<file path="src/mem_pkg.sv">
/*
 * Widths and types shared by the adapter, the AXI bus and the memory.
 * A block is BLOCK_BYTES bytes wide and AXI addresses are byte addresses.
 * The memory depth is not set here; it is a parameter of the top level.
 */

`default_nettype none

package mem_pkg;

    // ##############################
    // Block geometry
    // ##############################

    // Bytes in one data block
    localparam int unsigned BLOCK_BYTES = 8;

    // Shift from block index to byte address
    localparam int unsigned ADDR_SHIFT = $clog2(BLOCK_BYTES);

    // ##############################
    // Payload types
    // ##############################

    // Request id, echoed back in the response
    typedef logic [3:0] req_id_t;

    // Block index as issued by the compute unit
    typedef logic [15:0] block_addr_t;

    // AXI byte address
    typedef logic [31:0] axi_addr_t;

    // Byte enables, one bit per byte of a block
    typedef logic [BLOCK_BYTES-1:0] block_mask_t;

    // One full data block
    typedef logic [8*BLOCK_BYTES-1:0] block_data_t;

endpackage

`default_nettype wire

</file>
<file path="src/axi_bus_if.sv">
/*
 * Reduced AXI bus: single-beat transfers, no size, burst, prot, cache or resp.
 * Valid stays high with a stable payload until the valid/ready handshake.
 */

`default_nettype none

interface axi_bus_if import mem_pkg::*; ();

    // Read address channel
    logic      ar_valid;
    logic      ar_ready;
    axi_addr_t ar_addr;
    req_id_t   ar_id;

    // Write address channel
    logic      aw_valid;
    logic      aw_ready;
    axi_addr_t aw_addr;
    req_id_t   aw_id;

    // Write data channel
    logic        w_valid;
    logic        w_ready;
    block_data_t w_data;
    block_mask_t w_strb;
    logic        w_last;

    // Write response channel
    logic    b_valid;
    logic    b_ready;
    req_id_t b_id;

    // Read data channel
    logic        r_valid;
    logic        r_ready;
    req_id_t     r_id;
    block_data_t r_data;
    logic        r_last;

    // Adapter side
    modport master (
        output ar_valid, ar_addr, ar_id, input ar_ready,
        output aw_valid, aw_addr, aw_id, input aw_ready,
        output w_valid, w_data, w_strb, w_last, input w_ready,
        input b_valid, b_id, output b_ready,
        input r_valid, r_id, r_data, r_last, output r_ready
    );

    // Memory side
    modport slave (
        input ar_valid, ar_addr, ar_id, output ar_ready,
        input aw_valid, aw_addr, aw_id, output aw_ready,
        input w_valid, w_data, w_strb, w_last, output w_ready,
        output b_valid, b_id, input b_ready,
        output r_valid, r_id, r_data, r_last, input r_ready
    );

endinterface

`default_nettype wire

</file>
<file path="src/mem_req_split.sv">
/*
 * Request splitter: a zero mask is a read on AR, any other mask a write on AW and W.
 * The request payload must stay stable while req_valid_i is high and not accepted.
 */

`default_nettype none

module mem_req_split import mem_pkg::*; (
    input  logic        clk_i,
    input  logic        reset_i,
    input  logic        req_valid_i,
    output logic        req_ready_o,
    input  req_id_t     req_id_i,
    input  block_addr_t req_addr_i,
    input  block_mask_t req_mask_i,
    input  block_data_t req_wdata_i,
    axi_bus_if.master   axi
);

    // Any enabled byte makes it a write
    logic      is_write;
    axi_addr_t byte_addr;

    // Beats already handed over for the current write
    logic aw_sent;
    logic w_sent;
    logic aw_done;
    logic w_done;
    logic wr_accept;

    assign is_write  = |req_mask_i;
    assign byte_addr = axi_addr_t'(req_addr_i) << ADDR_SHIFT;

    // ##############################
    // Read path, purely combinational
    // ##############################

    assign axi.ar_valid = req_valid_i && !is_write;
    assign axi.ar_addr  = byte_addr;
    assign axi.ar_id    = req_id_i;

    // ##############################
    // Write path, AW and W forked
    // ##############################

    assign axi.aw_valid = req_valid_i && is_write && !aw_sent;
    assign axi.aw_addr  = byte_addr;
    assign axi.aw_id    = req_id_i;

    assign axi.w_valid = req_valid_i && is_write && !w_sent;
    assign axi.w_data  = req_wdata_i;
    assign axi.w_strb  = req_mask_i;
    // Single-beat writes only
    assign axi.w_last  = 1'b1;

    // A beat counts as done once sent earlier or in this cycle
    assign aw_done   = aw_sent || (axi.aw_valid && axi.aw_ready);
    assign w_done    = w_sent || (axi.w_valid && axi.w_ready);
    assign wr_accept = req_valid_i && is_write && aw_done && w_done;

    // Write retires only when both beats have gone out
    assign req_ready_o = is_write ? (aw_done && w_done) : axi.ar_ready;

    always_ff @(posedge clk_i) begin
        if (reset_i) begin
            aw_sent <= 1'b0;
            w_sent  <= 1'b0;
        end else if (wr_accept) begin
            // Request retired, arm the fork for the next write
            aw_sent <= 1'b0;
            w_sent  <= 1'b0;
        end else begin
            if (axi.aw_valid && axi.aw_ready) begin
                aw_sent <= 1'b1;
            end
            if (axi.w_valid && axi.w_ready) begin
                w_sent <= 1'b1;
            end
        end
    end

endmodule

`default_nettype wire

</file>
<file path="src/mem_rsp_arbiter.sv">
/*
 * Round-robin merge of R and B into one response stream.
 * The consumer has no ready; a granted beat is always taken in the same cycle.
 */

`default_nettype none

module mem_rsp_arbiter import mem_pkg::*; (
    input  logic        clk_i,
    input  logic        reset_i,
    axi_bus_if.master   axi,
    output logic        rsp_valid_o,
    output req_id_t     rsp_id_o,
    output block_data_t rsp_data_o
);

    // High while R is favoured on a tie
    logic prio_r;
    logic grant_r;
    logic grant_b;

    // ##############################
    // Grant
    // ##############################

    // The favoured side wins a tie, a lone request always wins
    assign grant_r = axi.r_valid && (!axi.b_valid || prio_r);
    assign grant_b = axi.b_valid && (!axi.r_valid || !prio_r);

    // Granted beat is consumed at once
    assign axi.r_ready = grant_r;
    assign axi.b_ready = grant_b;

    // ##############################
    // Response mux
    // ##############################

    // Read response is complete on the last R beat
    assign rsp_valid_o = (grant_r && axi.r_last) || grant_b;
    assign rsp_id_o    = grant_b ? axi.b_id : axi.r_id;
    // Writes return no data
    assign rsp_data_o  = grant_b ? '0 : axi.r_data;

    // Favour flips to the other side after every grant
    always_ff @(posedge clk_i) begin
        if (reset_i) begin
            prio_r <= 1'b1;
        end else if (grant_r) begin
            prio_r <= 1'b0;
        end else if (grant_b) begin
            prio_r <= 1'b1;
        end
    end

endmodule

`default_nettype wire

</file>
<file path="src/mem_to_axi.sv">
/*
 * Compute-unit block memory port to AXI master.
 * Reads and writes may be outstanding together; their responses may reorder.
 * Responses come as one-cycle pulses with no back-pressure.
 */

`default_nettype none

module mem_to_axi import mem_pkg::*; (
    input  logic        clk_i,
    input  logic        reset_i,

    // Requests from the compute unit
    output logic        mem_ready_o,
    input  logic        mem_req_valid_i,
    input  req_id_t     mem_req_id_i,
    input  block_addr_t mem_req_addr_i,
    input  block_mask_t mem_req_we_mask_i,
    input  block_data_t mem_req_wdata_i,

    // Responses to the compute unit
    output logic        mem_rsp_valid_o,
    output req_id_t     mem_rsp_id_o,
    output block_data_t mem_rsp_data_o,

    // Bus towards the memory
    axi_bus_if.master   axi
);

    // ##############################
    // Request path
    // ##############################

    // Drives AR, AW and W
    mem_req_split u_req_split (
        .clk_i       (clk_i),
        .reset_i     (reset_i),
        .req_valid_i (mem_req_valid_i),
        .req_ready_o (mem_ready_o),
        .req_id_i    (mem_req_id_i),
        .req_addr_i  (mem_req_addr_i),
        .req_mask_i  (mem_req_we_mask_i),
        .req_wdata_i (mem_req_wdata_i),
        .axi         (axi)
    );

    // ##############################
    // Response path
    // ##############################

    // Drives r_ready and b_ready
    mem_rsp_arbiter u_rsp_arbiter (
        .clk_i       (clk_i),
        .reset_i     (reset_i),
        .axi         (axi),
        .rsp_valid_o (mem_rsp_valid_o),
        .rsp_id_o    (mem_rsp_id_o),
        .rsp_data_o  (mem_rsp_data_o)
    );

endmodule

`default_nettype wire

</file>
<file path="src/flat_wrapper.sv">
// flat-port wrapper written by rule: the top's interface ports become plain ports
module mem_to_axi_flat import mem_pkg::*;
  (clk_i, reset_i, mem_ready_o, mem_req_valid_i, mem_req_id_i, mem_req_addr_i, mem_req_we_mask_i, mem_req_wdata_i, mem_rsp_valid_o, mem_rsp_id_o, mem_rsp_data_o, axi_ar_valid, axi_ar_addr, axi_ar_id, axi_ar_ready, axi_aw_valid, axi_aw_addr, axi_aw_id, axi_aw_ready, axi_w_valid, axi_w_data, axi_w_strb, axi_w_last, axi_w_ready, axi_b_valid, axi_b_id, axi_b_ready, axi_r_valid, axi_r_id, axi_r_data, axi_r_last, axi_r_ready);
  axi_bus_if axi_i ();
  input  logic clk_i;
  input  logic reset_i;
  output logic mem_ready_o;
  input  logic mem_req_valid_i;
  input  req_id_t mem_req_id_i;
  input  block_addr_t mem_req_addr_i;
  input  block_mask_t mem_req_we_mask_i;
  input  block_data_t mem_req_wdata_i;
  output logic mem_rsp_valid_o;
  output req_id_t mem_rsp_id_o;
  output block_data_t mem_rsp_data_o;
  output wire logic [$bits(axi_i.ar_valid)-1:0] axi_ar_valid;
  output wire logic [$bits(axi_i.ar_addr)-1:0] axi_ar_addr;
  output wire logic [$bits(axi_i.ar_id)-1:0] axi_ar_id;
  input wire logic [$bits(axi_i.ar_ready)-1:0] axi_ar_ready;
  output wire logic [$bits(axi_i.aw_valid)-1:0] axi_aw_valid;
  output wire logic [$bits(axi_i.aw_addr)-1:0] axi_aw_addr;
  output wire logic [$bits(axi_i.aw_id)-1:0] axi_aw_id;
  input wire logic [$bits(axi_i.aw_ready)-1:0] axi_aw_ready;
  output wire logic [$bits(axi_i.w_valid)-1:0] axi_w_valid;
  output wire logic [$bits(axi_i.w_data)-1:0] axi_w_data;
  output wire logic [$bits(axi_i.w_strb)-1:0] axi_w_strb;
  output wire logic [$bits(axi_i.w_last)-1:0] axi_w_last;
  input wire logic [$bits(axi_i.w_ready)-1:0] axi_w_ready;
  input wire logic [$bits(axi_i.b_valid)-1:0] axi_b_valid;
  input wire logic [$bits(axi_i.b_id)-1:0] axi_b_id;
  output wire logic [$bits(axi_i.b_ready)-1:0] axi_b_ready;
  input wire logic [$bits(axi_i.r_valid)-1:0] axi_r_valid;
  input wire logic [$bits(axi_i.r_id)-1:0] axi_r_id;
  input wire logic [$bits(axi_i.r_data)-1:0] axi_r_data;
  input wire logic [$bits(axi_i.r_last)-1:0] axi_r_last;
  output wire logic [$bits(axi_i.r_ready)-1:0] axi_r_ready;
  assign axi_ar_valid = axi_i.ar_valid;
  assign axi_ar_addr = axi_i.ar_addr;
  assign axi_ar_id = axi_i.ar_id;
  assign axi_i.ar_ready = axi_ar_ready;
  assign axi_aw_valid = axi_i.aw_valid;
  assign axi_aw_addr = axi_i.aw_addr;
  assign axi_aw_id = axi_i.aw_id;
  assign axi_i.aw_ready = axi_aw_ready;
  assign axi_w_valid = axi_i.w_valid;
  assign axi_w_data = axi_i.w_data;
  assign axi_w_strb = axi_i.w_strb;
  assign axi_w_last = axi_i.w_last;
  assign axi_i.w_ready = axi_w_ready;
  assign axi_i.b_valid = axi_b_valid;
  assign axi_i.b_id = axi_b_id;
  assign axi_b_ready = axi_i.b_ready;
  assign axi_i.r_valid = axi_r_valid;
  assign axi_i.r_id = axi_r_id;
  assign axi_i.r_data = axi_r_data;
  assign axi_i.r_last = axi_r_last;
  assign axi_r_ready = axi_i.r_ready;
  mem_to_axi u_core (.clk_i(clk_i), .reset_i(reset_i), .mem_ready_o(mem_ready_o), .mem_req_valid_i(mem_req_valid_i), .mem_req_id_i(mem_req_id_i), .mem_req_addr_i(mem_req_addr_i), .mem_req_we_mask_i(mem_req_we_mask_i), .mem_req_wdata_i(mem_req_wdata_i), .mem_rsp_valid_o(mem_rsp_valid_o), .mem_rsp_id_o(mem_rsp_id_o), .mem_rsp_data_o(mem_rsp_data_o), .axi(axi_i));
endmodule
</file>
<file path="config.mk">
export PLATFORM = sky130hd
export DESIGN_NAME = mem_to_axi_flat
export DESIGN_NICKNAME = d
export VERILOG_FILES = /design/src/mem_pkg.sv /design/src/axi_bus_if.sv /design/src/mem_req_split.sv /design/src/mem_rsp_arbiter.sv /design/src/mem_to_axi.sv /design/src/flat_wrapper.sv
export SDC_FILE = /design/constraint.sdc
export NUM_CORES = 1
export LEC_CHECK = 0
export BUFFER_PORTS_ARGS = -buffer_cell sky130_fd_sc_hd__buf_2
export CORE_AREA = 8 8 145 147
export DETAILED_ROUTE_END_ITERATION = 12
export DIE_AREA = 0 0 153 155
export SLEW_MARGIN = 20
export SYNTH_ARGS = -nofsm -noshare
export SYNTH_HDL_FRONTEND = slang
export SYNTH_SLANG_ARGS = --single-unit
</file>
<file path="constraint.sdc">
create_clock -name clk_i -period 1.6 [get_ports clk_i]
set_input_delay 0.32 -clock clk_i [delete_from_list [all_inputs] [get_ports clk_i]]
set_output_delay 0.32 -clock clk_i [all_outputs]
set_load 0.03 [all_outputs]
</file>
* After elaboration in Yosys (flattened, before gate mapping)
Cells that the tools add are included.
** Storage, ports and cells
- Flip-flop bits (word level) :: 3
- Logic and storage cells :: 34
** Cells by class
- Reductions and logical operators :: 26
- Mux-type cells :: 5
** Operators by type and width (count)
- 64-bit 2-to-1 mux :: 1
- 1-bit logical AND :: 12
- 8-bit OR reduction :: 1
- 1-bit logical NOT :: 6
- 1-bit logical OR :: 5
- 4-bit 2-to-1 mux :: 1
- 1-bit 2-to-1 mux :: 3
- 2-bit nonzero test :: 1
- 2-bit OR reduction :: 1

* Depth between registers and ports, before layout
Gate-level depths: netlist of the first run.
- Word-level depth :: 8
- Mapped depth :: 5
- Gate-level depth less buffers :: 3

* Worst setup path after synthesis of the first run
No wires, ideal clock.
- Kind :: register -> output
- From :: reg u_core.u_rsp_arbiter.prio_r
- To :: out mem_rsp_data_o[53]
- Data required time :: 1.280 ns
- Setup slack :: -0.061 ns
- Data arrival time :: 1.341 ns
- Stages on the path, launching flop included :: 6
- Cells stage by stage :: dfxtp_1 > nand2_1 > and2_1 > clkbuf_1 > buf_2 > nor2b_1
** Between the ends
- Cells in the longest elaborated chain, start to end :: 4
** Ends and longest elaborated chain
- start, declared :: RTL line mem_rsp_arbiter.sv:18 : logic prio_r;
- start signal, assigned :: RTL line mem_rsp_arbiter.sv:47 : prio_r <= 1'b1;
- start signal, assigned :: RTL line mem_rsp_arbiter.sv:49 : prio_r <= 1'b0;
- start signal, assigned :: RTL line mem_rsp_arbiter.sv:51 : prio_r <= 1'b1;
- 1-bit logical NOT :: RTL line mem_rsp_arbiter.sv:28 : assign grant_b = axi.b_valid && (!axi.r_valid || !prio_r);
- 1-bit logical OR :: RTL line mem_rsp_arbiter.sv:28
- 1-bit logical AND :: RTL line mem_rsp_arbiter.sv:28
- net axi_b_ready :: RTL line flat_wrapper.sv:31 : output wire logic [$bits(axi_i.b_ready)-1:0] axi_b_ready;
- 64-bit 2-to-1 mux :: RTL line mem_rsp_arbiter.sv:42 : assign rsp_data_o = grant_b ? '0 : axi.r_data;
- end, declared :: RTL line flat_wrapper.sv:15 : output block_data_t mem_rsp_data_o;
The timed path passes the listed nets, and every way through them passes these cells.

* Final worst setup path of the first run
- From :: in mem_req_we_mask_i[4]
- To :: out axi_w_valid
** Between the ends
- Cells in the longest elaborated chain, start to end :: 3
** Ends and longest elaborated chain
- start, declared :: RTL line flat_wrapper.sv:11 : input block_mask_t mem_req_we_mask_i;
- 8-bit OR reduction :: RTL line mem_req_split.sv:31 : assign is_write = |req_mask_i;
- 1-bit logical AND (2 in a row) :: RTL line mem_req_split.sv:50 : assign axi.w_valid = req_valid_i && is_write && !w_sent;
- end, declared :: RTL line flat_wrapper.sv:24 : output wire logic [$bits(axi_i.w_valid)-1:0] axi_w_valid;
No other way between the ends.

==> results of run 1 <==
## area by class of cell
cell class,instances,area [sq um]
sequential,3,61.3
antenna,3,7.51
fill,2121,15600
clock buffer,4,78.8
inverter,2,7.51
timing repair buffer,196,1730
multi-input combinational,129,1200
tap,238,298
## layer usage
layer,wire length [microns],vias up,global-route usage (%)
met5,46,-,0
met4,624,8,4.81
met3,1670,80,5.35
met2,4790,163,11.8
met1,3520,761,7.87
li1,-,777,-
## metrics by stage
step | setup TNS, ns | cell area (sq um) | setup WS [ns]
after global routing | -8.47 | 3380 | -0.181
after CTS | -3.69 | 2870 | -0.116
final | -4.76 | 3380 | -0.145
after global placement | -6.34 | 2070 | -0.213
after detailed placement | -7.35 | 2070 | -0.219
after floorplan | -2.76 | 1940 | -0.0606
## path summary, 6_finish.rpt
| check | from | end | slack (ns) | depth (start not counted) |
|---|---|---|---|---|
| max | mem_req_we_mask_i[4] | axi_w_valid | -0.14 | 5 |
| min | reset_i | u_core.u_rsp_arbiter.prio_r | 0.32 | 3 |
| max reg2reg | u_core.u_req_split.aw_sent | u_core.u_req_split.w_sent | 0.76 | 2 |
| min reg2reg | u_core.u_rsp_arbiter.prio_r | u_core.u_rsp_arbiter.prio_r | 0.55 | 3 |
## critical path, delay by kind of cell
family	cells	cell delay [ns]
and+or+nand+nor	2	0.63
AOI/OAI and AO/OA	1	0.21
buffers and inverters	2	0.26
## cells by family (layout without fill, tap and decap cells)
group,count (synthesis),in the layout,share of synthesized area (%)
buffers and inverters,155,202,62.6
AND/OR/NAND/NOR,80,81,26.8
AO/OA/AOI/OAI,11,11,4.37
multiplexers,4,4,2.50
flip-flops,3,3,3.33
other,2,36,0.417
## what timing repair did
item	4_1_cts	5_1_grt
buffers inserted	4	4
resized for setup	159	95
gates cloned	6	3
endpoints found under the setup margin	74	74
pin swaps	7	4
## power groups by stage
stage	Combinational, W	Clock (W)	Sequential (W)
6_report	0.00135	0.000409	0.0000860
5_1_grt	0.00141	0.000433	0.0000865
4_1_cts	0.00117	0.000419	0.0000856
3_5_place_dp	0.000874	0	0.0000855
3_3_place_gp	0.000867	0	0.0000856
2_1_floorplan	0.00112	0	0.0000842
## state kept, by name, summed over array words and instances, names as in the netlist
register and count:
u_core.u_req_split.aw_sent 1, u_core.u_req_split.w_sent 1, u_core.u_rsp_arbiter.prio_r 1
## cells in the final DEF, fill, tap and decap left out, types with 2 or more instances in the layout
| cell type | synthesis | layout |
|---|---|---|
| buf_16 | 0 | 5 |
| mux2_4 | 0 | 4 |
| buf_2 | 2 | 92 |
| buf_6 | 0 | 64 |
| nand2_1 | 4 | 3 |
| o221a_2 | 2 | 2 |
| dfxtp_1 | 3 | 2 |
| inv_1 | 2 | 2 |
| buf_4 | 145 | 23 |
| nor2b_1 | 64 | 11 |
| nor2b_2 | 0 | 3 |
| and2_4 | 0 | 2 |
| diode_2 | 0 | 3 |
| buf_12 | 0 | 6 |
| nor2_2 | 0 | 2 |
| or4_4 | 1 | 2 |
| nor2_1 | 5 | 3 |
| conb_1 | 2 | 33 |
| buf_8 | 0 | 3 |
| clkbuf_16 | 0 | 6 |
| nor2b_4 | 0 | 50 |
| a21oi_1 | 4 | 4 |
| nor4_4 | 0 | 2 |
==> flow_summary.ini, run 1 <==
[status]
outcome = complete, but fails checks
violations = setup timing

[critical_path]
cp_slowest_stage_delay_ns = 0.57
crit_required_ns = 1.28
cp-end-kind = output pin
worst-setup-path-type = input pin to output pin
critPathArrivalTime_ns = 1.42
critical_path.max_fanout = 3
startpoint_type = input pin
cp_slowest_cell = or4_4
crit_chain = buf_8 -> or4_4 -> o21ai_4 -> nor2_1 -> buf_4

[global_route]
grt_max_degree = 12
grt_pass1_vias = 2030
antenna_found_initial = 7
gr-usage-all-layers_pct = 7.82
grt-ovfl-total = 0
grt_pass1_wl_mm = 14.0

[die]
die_area_sq_mm = 0.0237
die_w_microns = 153
initial_core_util_pct = 9.51
io_pins = 393
rows = 51
die_y_microns = 155
core-area_sq_mm = 0.0190

[finish]
layout.cells.non_filler = 575
fin_util_pct = 17.9
layout-drive-gt1-share_pct = 80.8
fin_nets = 508
syn_to_final_growth_pct = 87.6

[synth]
yosysMostFrequentCell = buf_4
seq_area_frac_synth_pct = 3.33
yosys_register_bits = 3
netlist_area_sq_mm = 0.00180
synth.largest_area_cell = buf_4
netlist_top_cells_area = buf_4, nor2b_1, dfxtp_1
synth.top_cell.area_share_pct = 60.4
synth_common_cells = buf_4, nor2b_1, clkbuf_1
ys_warn_count = 0
post_synth.cell_area_avg_sq_um = 7.07
synth.distinct_cells = 23
syn_inst = 255
synth-edff-count = 0
synthFlopType = dfxtp_1
async_reset_ff_share_pct = 0

[cts]
cts-htree-levels = 1
clock_path_buffers = 2
cts_tree = yes
path_clk_slew_ns = 0.03
root_buffer = clkbuf_16
holdBufCountCts = 0
cts.sinks = 3
cts_buffers = 3
clock_latency_ns = 0.23

[sta]
rsz0062_at_grt = true
hold_slack_ns = 0.317
finalHoldViolCount = 0
setup-violations-final = 66
report.final.slew_viol_count = 0
skew_ns = 0.00362
period_minus_slack_ns = 1.74
post-route-period-util_pct = 109
fmax_mhz = 573
setup_ws_ns = -0.145

[pwr]
p_clk_share_pct = 22.2
p_switching_w = 0.000819
fin_total_pwr_w = 0.00184
p_comb_share_pct = 73.1
p_seq_share_pct = 4.7
peakVddDrop_uv = 253
power.density_mw_per_mm2 = 545
p_int_w = 0.00102
switching_share_pct = 44.4
leakagePower_nw = 1.75

[route]
via_per_inst = 3.11
drt_iter0_markers = 50
wl_mm = 10.7
ant_nets = 0
drtPass1Iterations = 4
drcViolationCount = 0
route.detailed.wl_per_inst_microns = 18.5
vias = 1789

[placed_design]
post-place-cells = 552
io_buffers = 171
dp_hpwl_mm = 8.15
place_congestion = 0.680

[job]
maxCapViolCount = 0

[min_path]
hp-class = input pin to flop
Power figures use the tool's default switching activity.
==> run 2: changes to the inputs <==
--- a/config.mk
+++ b/config.mk
@@ -6,10 +6,9 @@
 export NUM_CORES = 1
 export LEC_CHECK = 0
 export BUFFER_PORTS_ARGS = -buffer_cell sky130_fd_sc_hd__buf_2
-export CORE_AREA = 8 8 145 147
 export DETAILED_ROUTE_END_ITERATION = 12
-export DIE_AREA = 0 0 153 155
 export SLEW_MARGIN = 20
 export SYNTH_ARGS = -nofsm -noshare
 export SYNTH_HDL_FRONTEND = slang
+export SYNTH_HIERARCHICAL = 1
 export SYNTH_SLANG_ARGS = --single-unit
==> flow_summary.ini, run 2 <==
[synth]
synth-adder-area-share_pct = 0
synth_simple_gate_area_share_pct = 16.0
synth.top_cell.area_share_pct = 74.5
synth_top_family_by_area = buffers and inverters
synth-edff-count = 0
synth.largest_area_cell = buf_4
synth_common_cells = buf_4, nor2b_1, buf_2
ys_warn_count = 0
async_reset_ff_share_pct = 0
synthMuxAreaShare_pct = 2.02
yosysMostFrequentCell = buf_4
synth_compound_area_share_pct = 3.41
synthFlopType = dfxtp_1
netlist_top_cells_area = buf_4, nor2b_1, dfxtp_1
synth.distinct_cells = 23
seq_area_frac_synth_pct = 2.02
yosys-stat-area_sq_mm = 0.00297
yosys_cells = 404
synth_xor_area_share_pct = 0
yosys_register_bits = 3

[status]
stop_stage = 1_2_yosys
outcome = stopped before the end
first-error = ERROR: Found 150 problems in 'check -assert'.
[run 2: logic make-up after synthesis]
kind of cell | Yosys count
AO/OA/AOI/OAI | 12
multiplexers | 4
other | 3
AND/OR/NAND/NOR | 78
buffers and inverters | 304
flip-flops | 3
